File: config.mk
export PLATFORM = sky130hd
export DESIGN_NAME = fetch_stage
export DESIGN_NICKNAME = d
export VERILOG_FILES = /design/src/isa_pkg.sv /design/src/pipe_pkg.sv /design/src/fetch_stage.sv
export VERILOG_INCLUDE_DIRS = /design/src
export SDC_FILE = /design/constraint.sdc
export NUM_CORES = 1
export LEC_CHECK = 0
export BUFFER_PORTS_ARGS = -buffer_cell sky130_fd_sc_hd__buf_2
export CORE_ASPECT_RATIO = 2
export CORE_UTILIZATION = 45
export CTS_CLUSTER_SIZE = 40
export DETAILED_ROUTE_END_ITERATION = 8
export PLACE_DENSITY = 0.85
export RECOVER_POWER = 25
export SLEW_MARGIN = 20
export SYNTH_ARGS = -nofsm -noshare
export SYNTH_HDL_FRONTEND = slang
export SYNTH_SLANG_ARGS = --single-unit
File: constraint.sdc
create_clock -name clk -period 1.8 [get_ports clk]
set_clock_uncertainty 0.05 [all_clocks]
set_input_delay 0.09 -clock clk [delete_from_list [all_inputs] [get_ports clk]]
set_output_delay 0.09 -clock clk [all_outputs]
set_load 0.02 [all_outputs]
File: src/cpu_params.svh
`ifndef CPU_PARAMS_SVH
`define CPU_PARAMS_SVH

////////////////////////////////////////
// datapath widths and sizes
////////////////////////////////////////
`define CPU_DATA_WIDTH     32
`define CPU_INST_WIDTH     32
`define CPU_NUM_REGS_LOG2  5
`define CPU_ADDR_WIDTH     8
`define CPU_RAM_DEPTH      256

////////////////////////////////////////
// instruction fields
////////////////////////////////////////
`define CPU_OPCODE_MSB     31
`define CPU_OPCODE_LSB     26
`define CPU_RS_MSB         25
`define CPU_RS_LSB         21
`define CPU_RT_MSB         20
`define CPU_RT_LSB         16
`define CPU_RD_MSB         15
`define CPU_RD_LSB         11
`define CPU_SHAMT_MSB      10
`define CPU_SHAMT_LSB      6
`define CPU_IMM_MSB        15
`define CPU_IMM_LSB        0

`endif

File: src/isa_pkg.sv
`include "cpu_params.svh"

package isa_pkg;

  // widths that carry a meaning
  typedef logic [`CPU_DATA_WIDTH-1:0]                 word_t;
  typedef logic [`CPU_INST_WIDTH-1:0]                 inst_t;
  typedef logic [`CPU_NUM_REGS_LOG2-1:0]              reg_addr_t;
  typedef logic [`CPU_IMM_MSB-`CPU_IMM_LSB:0]         imm_t;
  typedef logic [`CPU_SHAMT_MSB-`CPU_SHAMT_LSB:0]     shamt_t;
  typedef logic [`CPU_ADDR_WIDTH-1:0]                 addr_t;

  // any opcode not listed decodes as nop
  typedef enum logic [`CPU_OPCODE_MSB-`CPU_OPCODE_LSB:0] {
    op_nop  = 6'h00,
    op_add  = 6'h01,
    op_sub  = 6'h02,
    op_and  = 6'h03,
    op_or   = 6'h04,
    op_xor  = 6'h05,
    op_slt  = 6'h06,
    op_sll  = 6'h07,
    op_srl  = 6'h08,
    op_addi = 6'h09,
    op_ori  = 6'h0a,
    op_lw   = 6'h0b,
    op_sw   = 6'h0c
  } opcode_e;

  typedef enum logic [2:0] {
    alu_add = 3'd0,
    alu_sub = 3'd1,
    alu_and = 3'd2,
    alu_or  = 3'd3,
    alu_xor = 3'd4,
    alu_slt = 3'd5,
    alu_sll = 3'd6,
    alu_srl = 3'd7
  } alu_op_e;

endpackage

File: src/pipe_pkg.sv
package pipe_pkg;

  import isa_pkg::*;

  ////////////////////////////////////////
  // stage registers
  ////////////////////////////////////////
  typedef struct packed {
    logic  valid;
    inst_t inst;
  } if_id_t;

  typedef struct packed {
    logic      valid;
    reg_addr_t rs;
    reg_addr_t rt;
    reg_addr_t dst;
    word_t     rs_data;
    word_t     rt_data;
    imm_t      imm;
    shamt_t    shamt;
    alu_op_e   alu_op;
    logic      alu_src;
    logic      mem_read;
    logic      mem_write;
    logic      reg_write;
  } id_ex_t;

  typedef struct packed {
    logic      valid;
    word_t     result;
    word_t     store_data;
    reg_addr_t dst;
    logic      mem_read;
    logic      mem_write;
    logic      reg_write;
  } ex_mem_t;

  // writeback record and retirement stream
  typedef struct packed {
    logic      valid;
    reg_addr_t dst;
    word_t     data;
  } wb_t;

  typedef enum logic [1:0] {
    fwd_reg    = 2'd0,
    fwd_ex_mem = 2'd1,
    fwd_mem_wb = 2'd2
  } fwd_sel_e;

endpackage

File: src/fetch_stage.sv
`timescale 1ns/1ps

`include "cpu_params.svh"

module fetch_stage (
  input  logic             clk,
  input  logic             rst_n,
  input  logic             stall,
  input  isa_pkg::inst_t   instruction,
  output isa_pkg::addr_t   pc,
  output pipe_pkg::if_id_t if_id
);

  import isa_pkg::*;

  addr_t pc_next;

  // one word per cycle
  assign pc_next = pc + `CPU_ADDR_WIDTH'(1);

  always_ff @(posedge clk or negedge rst_n) begin
    if (!rst_n) begin
      pc <= '0;
    end else if (!stall) begin
      pc <= pc_next;
    end
  end

  ////////////////////////////////////////
  // if/id register
  ////////////////////////////////////////
  always_ff @(posedge clk or negedge rst_n) begin
    if (!rst_n) begin
      if_id.valid <= 1'b0;
    end else if (!stall) begin
      if_id.valid <= 1'b1;
      if_id.inst  <= instruction;
    end
  end

endmodule

-- Yosys cells after proc, flatten, opt, wreduce, memory -nomap -nowiden
Cells that the tools add are included.
- output and inout port bits: 41
- word-level logic and storage cells: 6
- input port bits: 35
- flip-flop bits (word level): 41
- bitwise operators: 1
- add/sub/neg operators: 1
- reductions and logical operators: 1
- operators with widths (cell ; count):
    $add 8x1->8 const B ; 1
    $reduce_and 2->1 ; 1
    $not 1->1 ; 1

-- Depth between registers and ports, before layout
Gate-level depths: netlist of the first run.
- word-level depth: 2
- depth in mapped cells: 4

-- Least setup slack after synthesis of the first run
No wires, ideal clock.
- path type: in2reg
- from: input stall
- to: register if_id[0] (netlist name) (enable)
- slack: -0.218 ns
- stages on the path: 1
- required time: 1.325 ns
- library setup time: 0.425 ns
- data arrival time: 1.542 ns
- cells stage by stage: nor2b_1
- cells in the longest elaborated chain, start to end: 2
- ends and longest elaborated chain (element ; RTL line ; text):
    start, declared ; fetch_stage.sv:8 ; input logic stall,
    $not 1->1 (no line) ; - ;
    $reduce_and 2->1 (no line) ; - ;
    end, declared ; fetch_stage.sv:11 ; output pipe_pkg::if_id_t if_id
No other way between the ends.
A chain may end at the register's enable or synchronous reset.

-- Worst setup path in the final report of the first run
- from: input rst_n
- to: register if_id[5] (netlist name) (enable)
- cells in the longest elaborated chain, start to end: 1
- ends and longest elaborated chain (element ; RTL line ; text):
    start, declared ; fetch_stage.sv:7 ; input logic rst_n,
    $reduce_and 2->1 (no line) ; - ;
No other way between the ends.

==> results of run 1 <==
layout by cell type (no fill, tap or decap), drive strengths merged, types with 2 or more instances in the layout:
cell / netlist / layout
buf: 0 / 76
clkbuf: 0 / 6
dfrtp: 9 / 9
dlygate4sd3: 0 / 33
edfxtp: 32 / 32
nand2b: 2 / 2
nand4b: 3 / 3
nor2: 3 / 3
xnor2: 4 / 4
xor2: 3 / 3
layout make-up:
type,count,share of cell area [%]
well taps,29,1.64
repair buffers,109,32.1
multi-input cells,20,7.90
clock buffers,6,3.27
clock inverters,2,1.58
flip-flops and latches,41,53.5
sequential cells by signal (all words and copies together) (netlist names):
| signal | cells |
|---|---|
| if_id | 33 |
| pc | 8 |
through the flow:
stage	instances	cell area (sq um)	utilization [%]
floorplan	61	1360	-
global placement	166	1780	63.5
detailed placement	166	1780	63.5
CTS	207	2220	79.1
global route	207	2220	79.1
finish	207	2220	79.1
worst reg2reg max path: cells and delay by family, from the launching register on:
family | cells | cell delay (ns)
adder cells (fa/ha/maj) | 1 | 0.23
XOR/XNOR | 1 | 0.17
flip-flops | 1 | 0.48
AND/OR/NAND/NOR | 2 | 0.23
cells by family after synthesis:
kind of cell | share of synthesized area, %
DFF | 87.3
and+or+nand+nor | 6.45
xor gates and xnor gates | 4.51
muxes | 0.829
adders and majority gates | 0.921
power groups by stage:
stage | combinational (mW) | clock [mW] | sequential [mW]
after global routing | 0.564 | 0.759 | 1.31
after floorplan | 0.120 | 0 | 1.45
after CTS | 0.521 | 0.717 | 1.29
after detailed placement | 0.464 | 0 | 1.31
after global placement | 0.455 | 0 | 1.30
final | 0.526 | 0.707 | 1.30
worst paths after layout:
kind	endpoint	slack (ns)	cells past startpoint
setup / recovery	if_id[5]	0.30	4
hold / removal	if_id[32]	0.02	2
setup reg to reg	pc[6]	0.57	4
hold reg to reg	if_id[32]	0.45	1
max in group asynchronous	pc[0]	1.37	2
min in group asynchronous	pc[7]	0.14	2
routing by layer:
layer / vias to the layer above / GRT usage [%]
met1: 445 / 23.0
met2: 54 / 38.6
met5: - / 0
li1: 458 / -
met3: 11 / 5.85
met4: 0 / 15.3
Yosys cell counts, drive strengths merged:
cell | number | area [sq um]
dfrtp | 9 | 225
edfxtp | 32 | 961
ha | 1 | 12.5
mux2 | 1 | 11.3
nand2 | 1 | 3.75
nand2b | 2 | 12.5
nand4 | 1 | 12.5
nand4b | 3 | 41.3
nor2 | 3 | 11.3
nor2b | 1 | 6.26
xnor2 | 4 | 35.0
xor2 | 3 | 26.3
timing repair:
action | 4_1_cts | 5_1_grt
hold buffers | 33 | 0
setup endpoints to repair | 0 | 0
hold endpoints to repair | 41 | 0
==> out/qor.txt, run 1 <==
status = finished, final reports clean
fraction of layout instances using a drive strength above 1 = 48.3%
Met1 Wirelength = 1.08 mm
Worst Path Class, Setup = primary input to flip-flop
Period minus WS final = 1.50 ns
Comb pwr share = 20.8%
cell area after synthesis = 0.00136 sq mm
highest clock frequency the design can meet = 668 MHz
Lkg Pwr = 0.988 nW
slack of the critical path = 0.302 ns
area of all sequential standard cells = 0.00119 sq mm
synthesized netlist net count = 97
wire length on met3 = 208 um
area delta synth->final = 63.3%
average vias per placed instance = 4.68
Switch Pwr = 729 uW
post-cts sizing count = 0
critical-path cell with the highest stage delay = sky130_fd_sc_hd__dlygate4sd3_1
gate count after technology mapping = 61
first-pass iteration count of the detailed router = 3
buffers from clock root to sink, at most = 2
final cycle utilization of the critical path = 83.2%
layout filler cell count = 162
CP Capture Type = flip-flop
antenna viol nets, final = 0
sequence of cells on the critical path = dlygate4sd3_1 -> buf_2 -> nor2b_2 -> buf_4
CTS tree = done
post-layout total power = 2.53 mW
initial antenna violation count = 0
total of max-cap violations = 0
total via count after detailed routing = 968
Die Footprint = 0.00326 sq mm
largest net degree at the start of global routing = 33
Relative slew margins = 74.2%
insertion delay of the later-clocked pin in the worst-skew pair = 0.29 ns
floorplan die width = 40.9 um
met2 layer wire length in the routed design = 1.87 mm
ant diodes = 0
I/O pin total = 76
via count of the first global-routing pass = 1032
Tightest Hold Check Type = primary input to flip-flop
clock slew at reported path FFs = 0.07 ns
maximum level of the CTS H-tree = 2
design internal power = 1.80 mW
PortBufs = 75
largest voltage drop on the vdd net = 0.000992 V
Total GRT Usage = 23.3%
clock power share = 27.9%
Post-CTS Setup Repair Bufs = 0
Multi-input gate area = 175 sq um
worst path required time = 1.70 ns
total of flip-flops plus latches after synthesis = 41
number of rows in the core area = 27
final hold vios = 0
placer congestion estimate = 0.712
placed wire-length estimate after detailed placement = 1.82 mm
remaining global-route overflow = 0
Unique masters post-synth = 13
data arrival at the endpoint of the critical path = 1.40 ns
Initial DRC Count = 21
Max FO, Critical Path = 32
hold slack = 0.0192 ns
clk sinks = 41
Warnings, synthesis = 0
start point of the worst hold path = stall
post-detailed-routing wire length = 3.27 mm
floorplan core area = 0.00280 sq mm
worst reg2reg path startpoint = pc[0]
final setup violating endpoints = 0
kind of cell adding the most delay to the critical path = buffers and inverters
power per cell area = 1140 mW/mm^2
power share of the sequential group = 51.3%
global-route wire length before repair = 4.74 mm
setup repair after global routing missed its margin = no
sort of element at the start of the critical path = primary input
Sw Share = 28.8%
post-synthesis average cell area = 22.3 sq um
detail-routed net length per standard cell = 15.8 um
CP startpoint = rst_n
effective utilization at floorplan = 48.5%
vertical die dimension = 79.7 um
sum of negative setup slack = 0 ns
Max stage delay on crit path = 0.53 ns
pre-CTS setup slack = 0.544 ns
slew at the pin with the worst max-slew slack = 0.387 ns
uppermost layer routed = met4
net count reported at finish = 213
Final Slew Violations = 0
number of buffer and inverter stages on the critical path = 3
share of synthesized area occupied by flip-flops and latches = 87.3%
DR DRC count = 0
Clock Root Buffer = sky130_fd_sc_hd__clkbuf_8
number of CTS-inserted buffers = 5
Note: power is estimated with default switching activity, not from simulation.
==> run 2, diff against run 1 <==
--- a/config.mk
+++ b/config.mk
@@ -6,12 +6,13 @@
 export SDC_FILE = /design/constraint.sdc
 export NUM_CORES = 1
 export LEC_CHECK = 0
+export ABC_AREA = 1
 export BUFFER_PORTS_ARGS = -buffer_cell sky130_fd_sc_hd__buf_2
 export CORE_ASPECT_RATIO = 2
-export CORE_UTILIZATION = 45
+export CORE_UTILIZATION = 43
 export CTS_CLUSTER_SIZE = 40
 export DETAILED_ROUTE_END_ITERATION = 8
-export PLACE_DENSITY = 0.85
+export PLACE_DENSITY = 0.82
 export RECOVER_POWER = 25
 export SLEW_MARGIN = 20
 export SYNTH_ARGS = -nofsm -noshare
==> constraint.sdc (replaced) <==
create_clock -name clk -period 1.44 [get_ports clk]
set_clock_uncertainty 0.05 [all_clocks]
set_input_delay 0.072 -clock clk [delete_from_list [all_inputs] [get_ports clk]]
set_output_delay 0.072 -clock clk [all_outputs]
set_load 0.02 [all_outputs]
==> run 2 against run 1 <==
- synthesized cell count is 25% higher
- worst setup slack got worse by 0.22 ns
- cell area is 1.1% higher
- worst hold slack improved by 0.11 ns
- critical endpoint is now if_id[14]
- combinational power grew 30%
- final cell count rose by 8.7%
- die area rose by 5.6%
- flip-flop and latch count unchanged
- clock power is 3% higher
- global-route usage decreased by 2.9 points
==> out/qor.txt, run 2 <==
share of synthesized area occupied by flip-flops and latches = 86.3%
number of enable flip-flop cells after synthesis = 32
post-layout total power = 2.97 mW
synthesized netlist net count = 112
Lkg Pwr = 0.980 nW
Warnings, synthesis = 0
top area cells in the synthesized netlist = sky130_fd_sc_hd__edfxtp_1 (70%), sky130_fd_sc_hd__dfrtp_1 (16%), sky130_fd_sc_hd__xnor2_1 (2.6%), sky130_fd_sc_hd__nand2_1 (2.5%), sky130_fd_sc_hd__inv_1 (1.4%)
vertical die dimension = 81.9 um
post-synthesis average cell area = 18.1 sq um
async set-reset flop share out of synthesis = 22.0%
ant diodes = 0
total of flip-flops plus latches after synthesis = 41
maximum level of the CTS H-tree = 2
floorplan die width = 42.0 um
highest clock frequency the design can meet = 739 MHz
effective utilization at floorplan = 45.6%
area delta synth->final = 63.3%
Tightest Hold Check Type = primary input to async pin
leading cell type in the layout, fill and taps excluded = sky130_fd_sc_hd__buf_2
top flip-flop cell by instance count after synthesis = sky130_fd_sc_hd__edfxtp_1
registers with the most flip-flops = if_id: 33 flops, pc: 8 flops
detail-routed net length per standard cell = 14.4 um
most common library cells after synthesis = sky130_fd_sc_hd__edfxtp_1 (32), sky130_fd_sc_hd__dfrtp_1 (9), sky130_fd_sc_hd__nand2_1 (9)
floorplan core area = 0.00301 sq mm
final setup violating endpoints = 0
Die Footprint = 0.00344 sq mm
buffers from clock root to sink, at most = 2
Worst Path Class, Setup = primary input to flip-flop
DR DRC count = 0
average vias per placed instance = 4.66
worst path required time = 1.38 ns
register with the most flip-flops = if_id
Max FO, Critical Path = 26
insertion delay of the later-clocked pin in the worst-skew pair = 0.28 ns
post-detailed-routing wire length = 3.24 mm
antenna viol nets, final = 0
first-pass iteration count of the detailed router = 4
Total GRT Usage = 20.4%
Synth area leader = sky130_fd_sc_hd__edfxtp_1
instance area at placement = 0.00182 sq mm
via count of the first global-routing pass = 1095
placer congestion estimate = 0.666
most used cells in the layout excluding fill and tap cells = sky130_fd_sc_hd__buf_2 (72), sky130_fd_sc_hd__dlygate4sd3_1 (34), sky130_fd_sc_hd__edfxtp_1 (32)
total of max-cap violations = 0
Crit Reg-Reg Endpoint = pc[6]
Relative slew margins = 85.7%
met2 layer wire length in the routed design = 1.86 mm
data arrival at the endpoint of the critical path = 1.30 ns
uppermost layer routed = met4
final hold vios = 0
worst reg2reg path startpoint = pc[0]
wire length on met3 = 225 um
remaining global-route overflow = 0
slew at the pin with the worst max-slew slack = 0.214 ns
total via count after detailed routing = 1048
largest voltage drop on the vdd net = 0.00114 V
Unique masters post-synth = 16
FF-to-FF path depth = 4
clk sinks = 41
Synth top area share = 69.9%
Final Slew Violations = 0
cell area after synthesis = 0.00137 sq mm
gate count after technology mapping = 76
Initial DRC Count = 11
power per cell area = 1320 mW/mm^2
sum of negative setup slack = 0 ns
net count reported at finish = 230
largest net degree at the start of global routing = 27
top-count cell post-synth = sky130_fd_sc_hd__edfxtp_1
Period minus WS final = 1.35 ns
final cycle utilization of the critical path = 94.0%
initial antenna violation count = 0
register-to-register setup slack = 0.25 ns
Clock Root Buffer = sky130_fd_sc_hd__clkbuf_8
status = finished, final reports clean
I/O pin total = 76
number of flip-flops in the largest register = 33
CP Capture Type = flip-flop
CTS tree = done
total non-filler cell area in the finished layout = 0.00224 sq mm
number of CTS-inserted buffers = 5
clock slew at reported path FFs = 0.07 ns
fraction of layout instances using a drive strength above 1 = 44.6%
sort of element at the start of the critical path = primary input
global-route wire length before repair = 5.02 mm
hold slack = 0.127 ns
post-cts sizing count = 0
number of rows in the core area = 28
PortBufs = 75
placed wire-length estimate after detailed placement = 1.98 mm
setup repair after global routing missed its margin = no
Met1 Wirelength = 1.10 mm
[run 2: report_power, final]
part | internal, mW | leakage (nW) | switching [mW]
Combinational | 0.289 | 0.526 | 0.398
Sequential | 1.43 | 0.410 | 0.127
Clock | 0.343 | 0.0445 | 0.382
Total | 2.07 | 0.980 | 0.906
[run 2: final cells by class]
class                   instances  area (sq um)
clock inverters                 3          21.3
inverters                       7          26.3
repair buffers                111           739
clock buffers                   5          68.8
multi-input cells              28           164
well taps                      30          37.5
fillers                       190           769
flip-flops and latches         41          1190
[run 2: through the flow]
stage | cells | worst slack [ns] | utilization [%]
after floorplan | 76 | 0.0527 | -
after global placement | 183 | 0.317 | 60.3
after detailed placement | 183 | 0.255 | 60.3
after CTS | 225 | 0.114 | 74.6
after global routing | 225 | 0.00468 | 74.5
final | 225 | 0.0865 | 74.5
[run 2: critical path, stage by stage]
cell and delay [ns]:
sky130_fd_sc_hd__dlygate4sd3_1 0.53, sky130_fd_sc_hd__buf_2 0.23, sky130_fd_sc_hd__inv_1 0.08, sky130_fd_sc_hd__nor2_2 0.17, sky130_fd_sc_hd__buf_12 0.21
[run 2: worst max path at each step]
| stage | slack (ns) | start | cells past startpoint | endpoint |
|---|---|---|---|---|
| after floorplan | 0.05 | rst_n | 2 | if_id[0] |
| after global placement | 0.32 | pc[0] | 4 | pc[6] |
| after global routing | 0.005 | rst_n | 5 | if_id[24] |
| after CTS | 0.11 | rst_n | 5 | if_id[24] |
| after detailed placement | 0.25 | pc[0] | 4 | pc[6] |
| final | 0.09 | rst_n | 5 | if_id[14] |
[run 2: logic make-up after synthesis]
family	after synthesis	synth area share, %
AND/OR/NAND/NOR	22	7.65
flip-flops	41	86.3
buffers and inverters	7	1.91
XOR/XNOR	5	3.19
adder cells (fa/ha/maj)	1	0.911
[run 2: repair_timing]
| action | CTS | global route |
|---|---|---|
| hold buffers | 34 | 0 |
| setup buffers | 0 | 0 |
| endpoints found under the hold margin | 42 | 0 |
[run 2: routing by layer]
metal	GRT usage (%)	vias to the layer above
met5	0	-
met4	6.13	0
met3	6.15	5
met2	39.8	55
met1	19.9	492
li1	-	496
